==> src/common/aes_defines.svh <==
//--------------------
// Fixed widths, round counts and the register map of the key schedule
// Included by every RTL file that sizes a port or decodes a bus offset
//--------------------
`ifndef AES_DEFINES_SVH
`define AES_DEFINES_SVH

// Datapath widths
`define AES_KEY_WIDTH      256
`define AES_BLOCK_WIDTH    128
`define AES_128_NUM_ROUNDS 10
`define AES_256_NUM_ROUNDS 14

// AXI4-Lite bus
`define AXI_ADDR_WIDTH     8
`define AXI_DATA_WIDTH     32

// Register offsets, key word 0 and round key word 0 are most significant
`define REG_CTRL           8'h00
`define REG_STATUS         8'h04
`define REG_ROUND          8'h08
`define REG_KEY0           8'h10
`define REG_RKEY0          8'h30

// Key length select inside REG_CTRL
`define CTRL_KEYLEN_BIT    1

`endif

==> src/common/aes_pkg.sv <==
//--------------------
// Shared types of the key schedule
// Key length, key memory FSM state and bus response codes
//--------------------
`default_nettype none

package aes_pkg;

  // Key length as written into CTRL bit 1
  typedef enum logic [0:0] {
    KEYLEN_128 = 1'b0,
    KEYLEN_256 = 1'b1
  } keylen_t;

  // Key memory controller
  typedef enum logic [2:0] {
    CTRL_IDLE     = 3'd0,
    CTRL_INIT     = 3'd1,
    CTRL_GENERATE = 3'd2,
    CTRL_DONE     = 3'd3
  } key_mem_state_t;

  // AXI4-Lite response, only the two codes used here
  typedef enum logic [1:0] {
    RESP_OKAY   = 2'b00,
    RESP_SLVERR = 2'b10
  } axi_resp_t;

endpackage

`default_nettype wire

==> src/aes_key_mem/aes_key_mem.sv <==
//--------------------
// Round key generator and 15-entry round key memory
// Expands a 128 or 256 bit key after init, one round key per clock
// SubWord comes from an external combinational S-box
//--------------------
`timescale 1ns/100ps
`default_nettype none
`include "aes_defines.svh"

module aes_key_mem (
  input  logic                         clk,
  input  logic                         reset_n,
  input  logic [`AES_KEY_WIDTH-1:0]    key,
  input  aes_pkg::keylen_t             keylen,
  input  logic                         init,
  input  logic [3:0]                   round,
  input  logic [31:0]                  new_sboxw,
  output logic [`AES_BLOCK_WIDTH-1:0]  round_key,
  output logic [31:0]                  sboxw,
  output logic                         ready
);
  import aes_pkg::*;

  // Round key storage, one entry per round
  logic [`AES_BLOCK_WIDTH-1:0] key_mem [0:`AES_256_NUM_ROUNDS];

  // Control state
  key_mem_state_t              state_reg;
  key_mem_state_t              state_next;
  logic [3:0]                  round_ctr_reg;
  logic [3:0]                  last_round;
  logic [7:0]                  rcon_reg;
  logic                        ready_reg;
  logic                        gen_en;

  // Two most recent round keys, prev1 is the newest
  logic [`AES_BLOCK_WIDTH-1:0] prev_key0_reg;
  logic [`AES_BLOCK_WIDTH-1:0] prev_key1_reg;

  // Generator outputs
  logic [`AES_BLOCK_WIDTH-1:0] new_key;
  logic [`AES_BLOCK_WIDTH-1:0] prev0_new;
  logic                        prev0_we;
  logic                        prev1_we;
  logic                        rcon_step;
  logic [31:0]                 rot_sub_w;

  // --------------------
  // Helpers
  // --------------------

  // Word chain of the key expansion, each word folds in the one before
  function automatic logic [127:0] next_key(input logic [127:0] prev, input logic [31:0] t);
    logic [31:0] k0;
    logic [31:0] k1;
    logic [31:0] k2;
    logic [31:0] k3;
    k0 = prev[127:96] ^ t;
    k1 = prev[95:64] ^ k0;
    k2 = prev[63:32] ^ k1;
    k3 = prev[31:0] ^ k2;
    return {k0, k1, k2, k3};
  endfunction

  // Multiply by x in GF(2^8)
  function automatic logic [7:0] xtime(input logic [7:0] b);
    return {b[6:0], 1'b0} ^ (b[7] ? 8'h1b : 8'h00);
  endfunction

  // --------------------
  // Datapath
  // --------------------

  // Last word of the newest key goes to the S-box
  assign sboxw = prev_key1_reg[31:0];

  // RotWord after SubWord, then rcon into the top byte
  assign rot_sub_w = {new_sboxw[23:0], new_sboxw[31:24]} ^ {rcon_reg, 24'h0};

  assign last_round = (keylen == KEYLEN_128) ? 4'(`AES_128_NUM_ROUNDS)
                                             : 4'(`AES_256_NUM_ROUNDS);

  assign gen_en = (state_reg == CTRL_GENERATE);

  // Read port, rounds past 14 read as zero
  assign round_key = (round <= 4'(`AES_256_NUM_ROUNDS)) ? key_mem[round] : '0;

  assign ready = ready_reg;

  // Next round key for the current round counter
  always_comb begin
    // AES-128 default, every round after 0 steps rcon
    new_key   = next_key(prev_key1_reg, rot_sub_w);
    prev0_new = prev_key1_reg;
    prev0_we  = 1'b0;
    prev1_we  = 1'b1;
    rcon_step = 1'b1;

    if (keylen == KEYLEN_128) begin
      if (round_ctr_reg == 4'd0) begin
        new_key = key[`AES_KEY_WIDTH-1 -: `AES_BLOCK_WIDTH];
      end
    end else begin
      // AES-256 shifts both previous keys on every generated round
      rcon_step = 1'b0;
      prev0_we  = 1'b1;
      if (round_ctr_reg == 4'd0) begin
        // Upper key half
        new_key   = key[`AES_KEY_WIDTH-1 -: `AES_BLOCK_WIDTH];
        prev0_new = key[`AES_KEY_WIDTH-1 -: `AES_BLOCK_WIDTH];
        prev1_we  = 1'b0;
      end else if (round_ctr_reg == 4'd1) begin
        // Lower key half, first rcon becomes 0x01
        new_key   = key[`AES_BLOCK_WIDTH-1:0];
        prev0_we  = 1'b0;
        rcon_step = 1'b1;
      end else if (!round_ctr_reg[0]) begin
        new_key = next_key(prev_key0_reg, rot_sub_w);
      end else begin
        // Odd rounds use plain SubWord
        new_key   = next_key(prev_key0_reg, new_sboxw);
        rcon_step = 1'b1;
      end
    end
  end

  // --------------------
  // Control FSM
  // --------------------
  always_comb begin
    state_next = state_reg;
    case (state_reg)
      CTRL_IDLE: begin
        if (init) begin
          state_next = CTRL_INIT;
        end
      end
      CTRL_INIT: begin
        state_next = CTRL_GENERATE;
      end
      CTRL_GENERATE: begin
        if (round_ctr_reg == last_round) begin
          state_next = CTRL_DONE;
        end
      end
      CTRL_DONE: begin
        state_next = CTRL_IDLE;
      end
      default: begin
        state_next = CTRL_IDLE;
      end
    endcase
  end

  always_ff @(posedge clk) begin
    if (!reset_n) begin
      state_reg     <= CTRL_IDLE;
      round_ctr_reg <= 4'd0;
      rcon_reg      <= 8'h00;
      ready_reg     <= 1'b0;
      for (int i = 0; i <= `AES_256_NUM_ROUNDS; i++) begin
        key_mem[i] <= '0;
      end
    end else begin
      state_reg <= state_next;
      // Ready drops as soon as a new expansion starts
      if ((state_reg == CTRL_IDLE) && init) begin
        ready_reg <= 1'b0;
      end
      if (state_reg == CTRL_DONE) begin
        ready_reg <= 1'b1;
      end
      // 0x8d steps to 0x01 on the first rcon update
      if (state_reg == CTRL_INIT) begin
        round_ctr_reg <= 4'd0;
        rcon_reg      <= 8'h8d;
      end
      if (gen_en) begin
        key_mem[round_ctr_reg] <= new_key;
        round_ctr_reg          <= round_ctr_reg + 4'd1;
        if (rcon_step) begin
          rcon_reg <= xtime(rcon_reg);
        end
      end
    end
  end

  // Previous key window, shifted as rounds are generated
  always_ff @(posedge clk) begin
    if (gen_en && prev0_we) begin
      prev_key0_reg <= prev0_new;
    end
    if (gen_en && prev1_we) begin
      prev_key1_reg <= new_key;
    end
  end

endmodule

`default_nettype wire

==> src/verilog/aes_key_regs.sv <==
//--------------------
// AXI4-Lite register block of the key schedule
// Holds key, key length, round select and start, reads back round keys
//--------------------
`timescale 1ns/100ps
`default_nettype none
`include "aes_defines.svh"

module aes_key_regs (
  input  logic                         clk,
  input  logic                         reset_n,
  input  logic [`AXI_ADDR_WIDTH-1:0]   awaddr,
  input  logic                         awvalid,
  output logic                         awready,
  input  logic [`AXI_DATA_WIDTH-1:0]   wdata,
  input  logic                         wvalid,
  output logic                         wready,
  output aes_pkg::axi_resp_t           bresp,
  output logic                         bvalid,
  input  logic                         bready,
  input  logic [`AXI_ADDR_WIDTH-1:0]   araddr,
  input  logic                         arvalid,
  output logic                         arready,
  output logic [`AXI_DATA_WIDTH-1:0]   rdata,
  output aes_pkg::axi_resp_t           rresp,
  output logic                         rvalid,
  input  logic                         rready,
  output logic [`AES_KEY_WIDTH-1:0]    key,
  output aes_pkg::keylen_t             keylen,
  output logic                         init,
  output logic [3:0]                   round,
  input  logic [`AES_BLOCK_WIDTH-1:0]  round_key,
  input  logic                         ready
);
  import aes_pkg::*;

  // Key words, word 0 most significant
  logic [`AXI_DATA_WIDTH-1:0] key_word [8];
  keylen_t                    keylen_reg;
  logic [3:0]                 round_reg;
  logic                       init_reg;

  // Response channels
  logic                       bvalid_reg;
  axi_resp_t                  bresp_reg;
  logic                       rvalid_reg;
  axi_resp_t                  rresp_reg;
  logic [`AXI_DATA_WIDTH-1:0] rdata_reg;

  logic                       wr_accept;
  logic                       rd_accept;
  logic [`AXI_ADDR_WIDTH-1:0] wr_key_off;
  logic [`AXI_ADDR_WIDTH-1:0] rd_key_off;
  logic [`AXI_ADDR_WIDTH-1:0] rd_rkey_off;
  logic [`AXI_DATA_WIDTH-1:0] rd_value;
  logic                       rd_mapped;

  // Aligned offsets inside the key word window
  function automatic logic is_key_addr(input logic [`AXI_ADDR_WIDTH-1:0] a);
    return (a[1:0] == 2'b00) && (a >= `REG_KEY0) && (a < `REG_RKEY0);
  endfunction

  // Aligned offsets inside the round key window
  function automatic logic is_rkey_addr(input logic [`AXI_ADDR_WIDTH-1:0] a);
    return (a[1:0] == 2'b00) && (a >= `REG_RKEY0) && (a < `REG_RKEY0 + 8'h10);
  endfunction

  function automatic logic is_mapped(input logic [`AXI_ADDR_WIDTH-1:0] a);
    return (a == `REG_CTRL) || (a == `REG_STATUS) || (a == `REG_ROUND) ||
           is_key_addr(a) || is_rkey_addr(a);
  endfunction

  // --------------------
  // Write channel
  // --------------------

  // Address and data taken together, one response outstanding
  assign wr_accept  = awvalid && wvalid && !bvalid_reg;
  assign awready    = wr_accept;
  assign wready     = wr_accept;
  assign wr_key_off = awaddr - `REG_KEY0;

  always_ff @(posedge clk) begin
    if (!reset_n) begin
      bvalid_reg <= 1'b0;
      bresp_reg  <= RESP_OKAY;
      keylen_reg <= KEYLEN_128;
      round_reg  <= 4'd0;
      init_reg   <= 1'b0;
    end else begin
      // Start is a single cycle pulse
      init_reg <= 1'b0;
      if (bvalid_reg && bready) begin
        bvalid_reg <= 1'b0;
      end
      if (wr_accept) begin
        bvalid_reg <= 1'b1;
        bresp_reg  <= is_mapped(awaddr) ? RESP_OKAY : RESP_SLVERR;
        if (awaddr == `REG_CTRL) begin
          init_reg   <= wdata[0];
          keylen_reg <= keylen_t'(wdata[`CTRL_KEYLEN_BIT]);
        end
        if (awaddr == `REG_ROUND) begin
          round_reg <= wdata[3:0];
        end
      end
    end
  end

  always_ff @(posedge clk) begin
    if (wr_accept && is_key_addr(awaddr)) begin
      key_word[wr_key_off[4:2]] <= wdata;
    end
  end

  // --------------------
  // Read channel
  // --------------------
  assign rd_accept   = arvalid && !rvalid_reg;
  assign arready     = rd_accept;
  assign rd_key_off  = araddr - `REG_KEY0;
  assign rd_rkey_off = araddr - `REG_RKEY0;

  // Read mux, start bit always reads zero
  always_comb begin
    rd_value  = '0;
    rd_mapped = 1'b1;
    case (araddr)
      `REG_CTRL:   rd_value[`CTRL_KEYLEN_BIT] = keylen_reg;
      `REG_STATUS: rd_value[0] = ready;
      `REG_ROUND:  rd_value[3:0] = round_reg;
      default: begin
        if (is_key_addr(araddr)) begin
          rd_value = key_word[rd_key_off[4:2]];
        end else if (is_rkey_addr(araddr)) begin
          // Word 0 is the top of the round key
          rd_value = round_key[{~rd_rkey_off[3:2], 5'b00000} +: 32];
        end else begin
          rd_mapped = 1'b0;
        end
      end
    endcase
  end

  always_ff @(posedge clk) begin
    if (!reset_n) begin
      rvalid_reg <= 1'b0;
    end else begin
      if (rvalid_reg && rready) begin
        rvalid_reg <= 1'b0;
      end
      if (rd_accept) begin
        rvalid_reg <= 1'b1;
      end
    end
  end

  // Data captured at accept time
  always_ff @(posedge clk) begin
    if (rd_accept) begin
      rdata_reg <= rd_value;
      rresp_reg <= rd_mapped ? RESP_OKAY : RESP_SLVERR;
    end
  end

  // Outputs
  assign bvalid = bvalid_reg;
  assign bresp  = bresp_reg;
  assign rvalid = rvalid_reg;
  assign rresp  = rresp_reg;
  assign rdata  = rdata_reg;
  assign key    = {key_word[0], key_word[1], key_word[2], key_word[3],
                   key_word[4], key_word[5], key_word[6], key_word[7]};
  assign keylen = keylen_reg;
  assign init   = init_reg;
  assign round  = round_reg;

endmodule

`default_nettype wire

==> src/verilog/aes_key_sched.sv <==
//--------------------
// Top of the AES key schedule engine
// AXI4-Lite register block steering the key memory and its S-box
//--------------------
`timescale 1ns/100ps
`default_nettype none
`include "aes_defines.svh"

module aes_key_sched (
  input  logic                        clk,
  input  logic                        reset_n,
  input  logic [`AXI_ADDR_WIDTH-1:0]  awaddr,
  input  logic                        awvalid,
  output logic                        awready,
  input  logic [`AXI_DATA_WIDTH-1:0]  wdata,
  input  logic                        wvalid,
  output logic                        wready,
  output aes_pkg::axi_resp_t          bresp,
  output logic                        bvalid,
  input  logic                        bready,
  input  logic [`AXI_ADDR_WIDTH-1:0]  araddr,
  input  logic                        arvalid,
  output logic                        arready,
  output logic [`AXI_DATA_WIDTH-1:0]  rdata,
  output aes_pkg::axi_resp_t          rresp,
  output logic                        rvalid,
  input  logic                        rready
);
  import aes_pkg::*;

  // Register block to key memory
  logic [`AES_KEY_WIDTH-1:0]   key;
  keylen_t                     keylen;
  logic                        init;
  logic [3:0]                  round;
  logic [`AES_BLOCK_WIDTH-1:0] round_key;
  logic                        ready;

  // Key memory to S-box and back
  logic [31:0]                 sboxw;
  logic [31:0]                 new_sboxw;

  aes_key_regs u_regs (
    .clk       (clk),
    .reset_n   (reset_n),
    .awaddr    (awaddr),
    .awvalid   (awvalid),
    .awready   (awready),
    .wdata     (wdata),
    .wvalid    (wvalid),
    .wready    (wready),
    .bresp     (bresp),
    .bvalid    (bvalid),
    .bready    (bready),
    .araddr    (araddr),
    .arvalid   (arvalid),
    .arready   (arready),
    .rdata     (rdata),
    .rresp     (rresp),
    .rvalid    (rvalid),
    .rready    (rready),
    .key       (key),
    .keylen    (keylen),
    .init      (init),
    .round     (round),
    .round_key (round_key),
    .ready     (ready)
  );

  aes_key_mem u_key_mem (
    .clk       (clk),
    .reset_n   (reset_n),
    .key       (key),
    .keylen    (keylen),
    .init      (init),
    .round     (round),
    .new_sboxw (new_sboxw),
    .round_key (round_key),
    .sboxw     (sboxw),
    .ready     (ready)
  );

  // SubWord in the same cycle as the key memory asks for it
  aes_sbox u_sbox (
    .sboxw     (sboxw),
    .new_sboxw (new_sboxw)
  );

endmodule

`default_nettype wire

==> src/verilog/aes_sbox.sv <==
//--------------------
// Combinational SubWord, four forward S-box lookups
//--------------------
`timescale 1ns/100ps
`default_nettype none

module aes_sbox (
  input  logic [31:0] sboxw,
  output logic [31:0] new_sboxw
);

  // Forward S-box, row picked by the high nibble, byte 0 leftmost
  localparam logic [127:0] SBOX_ROWS [16] = '{
    128'h637c777bf26b6fc53001672bfed7ab76,
    128'hca82c97dfa5947f0add4a2af9ca472c0,
    128'hb7fd9326363ff7cc34a5e5f171d83115,
    128'h04c723c31896059a071280e2eb27b275,
    128'h09832c1a1b6e5aa0523bd6b329e32f84,
    128'h53d100ed20fcb15b6acbbe394a4c58cf,
    128'hd0efaafb434d338545f9027f503c9fa8,
    128'h51a3408f929d38f5bcb6da2110fff3d2,
    128'hcd0c13ec5f974417c4a77e3d645d1973,
    128'h60814fdc222a908846eeb814de5e0bdb,
    128'he0323a0a4906245cc2d3ac629195e479,
    128'he7c8376d8dd54ea96c56f4ea657aae08,
    128'hba78252e1ca6b4c6e8dd741f4bbd8b8a,
    128'h703eb5664803f60e613557b986c11d9e,
    128'he1f8981169d98e949b1e87e9ce5528df,
    128'h8ca1890dbfe6426841992d0fb054bb16
  };

  // Low nibble counts bytes from the left end of the row
  function automatic logic [7:0] sub_byte(input logic [7:0] b);
    logic [127:0] row;
    row = SBOX_ROWS[b[7:4]];
    return row[{~b[3:0], 3'b000} +: 8];
  endfunction

  // Each byte substituted on its own
  assign new_sboxw = {sub_byte(sboxw[31:24]),
                      sub_byte(sboxw[23:16]),
                      sub_byte(sboxw[15:8]),
                      sub_byte(sboxw[7:0])};

endmodule

`default_nettype wire
==> config.mk <==
export PLATFORM = sky130hd
export DESIGN_NAME = aes_key_sched
export DESIGN_NICKNAME = d
export VERILOG_FILES = /design/src/common/aes_pkg.sv /design/src/aes_key_mem/aes_key_mem.sv /design/src/verilog/aes_key_regs.sv /design/src/verilog/aes_key_sched.sv /design/src/verilog/aes_sbox.sv
export VERILOG_INCLUDE_DIRS = /design/src /design/src/common
export SDC_FILE = /design/constraint.sdc
export NUM_CORES = 2
export LEC_CHECK = 0
export BUFFER_PORTS_ARGS = -buffer_cell sky130_fd_sc_hd__buf_4
export CAP_MARGIN = 5
export CORE_MARGIN = 1
export CORE_UTILIZATION = 49
export CTS_BUF_LIST = sky130_fd_sc_hd__clkbuf_2 sky130_fd_sc_hd__clkbuf_4 sky130_fd_sc_hd__clkbuf_8
export DETAILED_ROUTE_END_ITERATION = 8
export HOLD_SLACK_MARGIN = 0.12
export PLACE_DENSITY = 0.64
export SKIP_LAST_GASP = 1
export SYNTH_ARGS = -nofsm -noshare
export SYNTH_HDL_FRONTEND = slang
export SYNTH_SLANG_ARGS = --single-unit
==> constraint.sdc <==
create_clock -name clk -period 12.85 [get_ports clk]
set_input_delay 0 -clock clk [delete_from_list [all_inputs] [get_ports clk]]
set_output_delay 0 -clock clk [all_outputs]
set_load 0.01 [all_outputs]
==> metrics.md <==
| Metric | Value |
|---|---|
| Arr. time, crit path | around 8000 ps |
| Clock Skew | ~150 ps |
| CTS H-tree depth | 5 |
| Leakage power | roughly 0.052 uW |
| Final-report hold violation count | 0 |
| Final Cell Area | 144000 um^2 |
| Filler instances | roughly 22000 |
| Unrepaired setup endpoints after global routing | false |
| Worst skew pair latency | ~1100 ps |
| Vias | a little over 90000 |
| WL/cell | around 36 um |
| CORE AREA | ~270000 um^2 |
| Root Driver | clkbuf_8 |
| Critical path class | register to register |
| CTS Buf Count | 424 |
| Max clock buf depth | 4 |
| Pwr/cell area | 121 nW/um^2 |
| Maximum Capacitance Violations | 0 |
| Leading cell type by number of instances after synthesis | edfxtp_1 |
| Synth async-reset ratio | 0 |
| Area of the multi-input gates | ~49000 um^2 |
| Max reg flops | 2048 |
| Area leader, netlist | edfxtp_1 |
| Io pins | 96 |
| Syn-to-layout area delta | 10.0% |
| Vias in the first global route | between 90000 and 100k |
| Post-synth top cells | edfxtp_1, nor2_1, mux4_2, clkbuf_1, nand2_1 |
| Critical Path RT | 13500 ps |
| Startpoint types | register |
| Die area | around 270000 um^2 |
| Vias per cell | 6.90 |
| Final RePlAce weighted congestion | roughly 1 |
| First-pass GRT wire length | about 670 mm |
| Total gr overflow | 0 |
| Worst Tran Pin Value | approximately 1400 ps |
| Area of placed instances | ~140000 um^2 |
| Max Clk Rate | 133 MHz |
| Clock sink count | roughly 2600 |
| Seq/Total Area, Yosys | 0.598 |
| Flops & latches, synth | ~2600 |
| Top cells by area, synth | edfxtp_1, mux4_2, nor2_1 |
| Clk slew on worst S/H paths | ~70 ps |
| DIE WIDTH | between 500 and 600 um |
| Post-synth top flop | edfxtp_1 |
| Gate Count Post-Synth | 9675 |
| GRT Overall Usage | 0.352 |
| CP max FO | 28 |
| # resized after CTS | 0 |
| Crit. End Element | register |
| TritonCTS clock tree | yes |
| Iter 0 DRT Violations | 14800 |
| Largest net degree at the start of global routing | 148 |
| Die height | 519 um |
| Post-DRT Antenna Nets | 0 |
| Top reg by flops | u_key_mem.key_mem |
| Post-CTS setup buffer count | 0 |
| Status | finished clean |
| Final period utilization | 0.586 |
| Relative slew slack | 0.0834 |
| DP Wirelength | between 200 and 300 mm |
| Yosys cell types | between 100 and 150 |
| Setup TNS | 0 ps |
| Area taken by flip-flops and latches | approximately 78000 um^2 |
| Initial Utilization | 0.494 |
| Total Nets Final | roughly 10000 |
| 1st-pass router iterations | 7 |
| Crit path time final | roughly 7500 ps |
| Routed WL | roughly 480 mm |
| Port Buffers | between 90 and 100 |
| Warnings, synthesis | 0 |
| Share of the synthesized area in the top cell type | 0.594 |
| Netlist Area Pre-Place | between 100000 and 150000 um^2 |
| Final Max Slew Viols | 0 |
| Hold Path Class | input pin to register |
| Hold-fix buffers, CTS | approximately 100 |
| # DRC | 0 |
| Initial antenna violation count | 33 |
| Fraction of layout cells with a size suffix above 1 | 0.210 |
| Avg Inst Size Synth | around 14 um^2 |
| VDD IR max | 96.8 uV |
| Setup-failing EPs final | 0 |
| # rows | 189 |
| Number of enable flip-flop cells after synthesis | roughly 2600 |
==> critical path: stages, from the launching register on <==
cell	delay, ps
edfxtp_1	320
buf_4	330
clkinv_1	670
ha_1	770
nor2b_1	320
a21oi_1	70
mux4_2	500
a21oi_1	240
o22ai_1	160
nor2_2	990
xnor3_1	400
xor2_1	550
xnor2_1	290
o21ai_1	1000
nor2_1	460
==> stage by stage <==
step | worst slack [ps] | hold WS, ps | cells | util | power, uW
3_3_place_gp | 5640 | 232 | 12600 | 0.508 | 10300
4_1_cts | 5620 | 140 | 13500 | 0.543 | 17400
2_1_floorplan | 3540 | 98.9 | 9676 | - | 10100
6_report | 5320 | 230 | 13500 | 0.543 | 17400
3_5_place_dp | 5690 | 238 | 12600 | 0.508 | 10300
5_1_grt | 5370 | 215 | 13500 | 0.543 | 17800
==> layout make-up <==
type                    instances  area share
flip-flops and latches       2621       0.544
well taps                    3533      0.0306
clock buffers                 583      0.0490
repair buffers                428      0.0261
diodes                         18    0.000312
inverters                     141     0.00369
clock inverters               178     0.00785
multi-input cells            5992       0.339
==> cell families after synthesis <==
| group | share of synthesized area |
|---|---|
| DFF | 0.598 |
| other | 0.0000286 |
| buffers and inverters | 0.0328 |
| xor gates and xnor gates | 0.0278 |
| and+or+nand+nor | 0.106 |
| AOI/OAI and AO/OA | 0.0667 |
| muxes | 0.163 |
| adders and majority gates | 0.00582 |
==> per-layer routing <==
metal | global-route usage | wire length, um | vias up
li1 | - | - | 36700
met1 | 0.475 | 176000 | 47500
met5 | 0 | 188 | -
met2 | 0.525 | 213000 | 7479
met4 | 0.189 | 29400 | 28
met3 | 0.0903 | 64700 | 1454
==> worst paths after layout <==
path,startpoint,end,slack [ps],depth (start not counted)
worst max-delay path,u_key_mem.prev_key1_reg[13]$_DFFE_PP_,u_key_mem.key_mem[15][20]$_DFFE_PP_,5320,14
worst min-delay path,reset_n,u_key_mem.round_ctr_reg[2]$_SDFFE_PN0P_,230,5
worst max register to register,u_key_mem.prev_key1_reg[13]$_DFFE_PP_,u_key_mem.key_mem[15][20]$_DFFE_PP_,5320,14
worst min register to register,u_key_mem.ready$_SDFFE_PN0P_,u_key_mem.ready$_SDFFE_PN0P_,510,2
==> power by group <==
group | leakage [uW] | switching [uW] | internal (uW)
logic | 0.0218 | 371 | 188
clock network | 0.00433 | 3460 | 3760
registers | 0.0261 | 60.3 | 9570
total | 0.0523 | 3890 | 13500
==> placed cells by master (no fill, tap or decap), types with 42 or more instances in the layout <==
cell,synthesis,layout
xnor2_1,186,186
nor3_1,235,233
a21oi_1,279,279
nand3_1,92,90
and3_1,140,139
mux4_2,824,824
ha_1,61,61
nor2b_1,99,98
nand2_1,370,336
clkbuf_4,0,153
dlygate4sd3_1,0,101
a211oi_1,81,78
a31oi_1,57,56
o22ai_1,52,52
mux2i_1,131,130
a311oi_1,43,42
inv_1,127,124
edfxtp_1,2593,2593
o21ai_0,314,314
xor2_1,107,107
nand2b_1,100,100
buf_4,20,301
clkinv_1,7,115
clkbuf_8,0,430
mux2_2,129,129
nor2_1,1944,1928
Note: power is estimated with default switching activity, not from simulation.
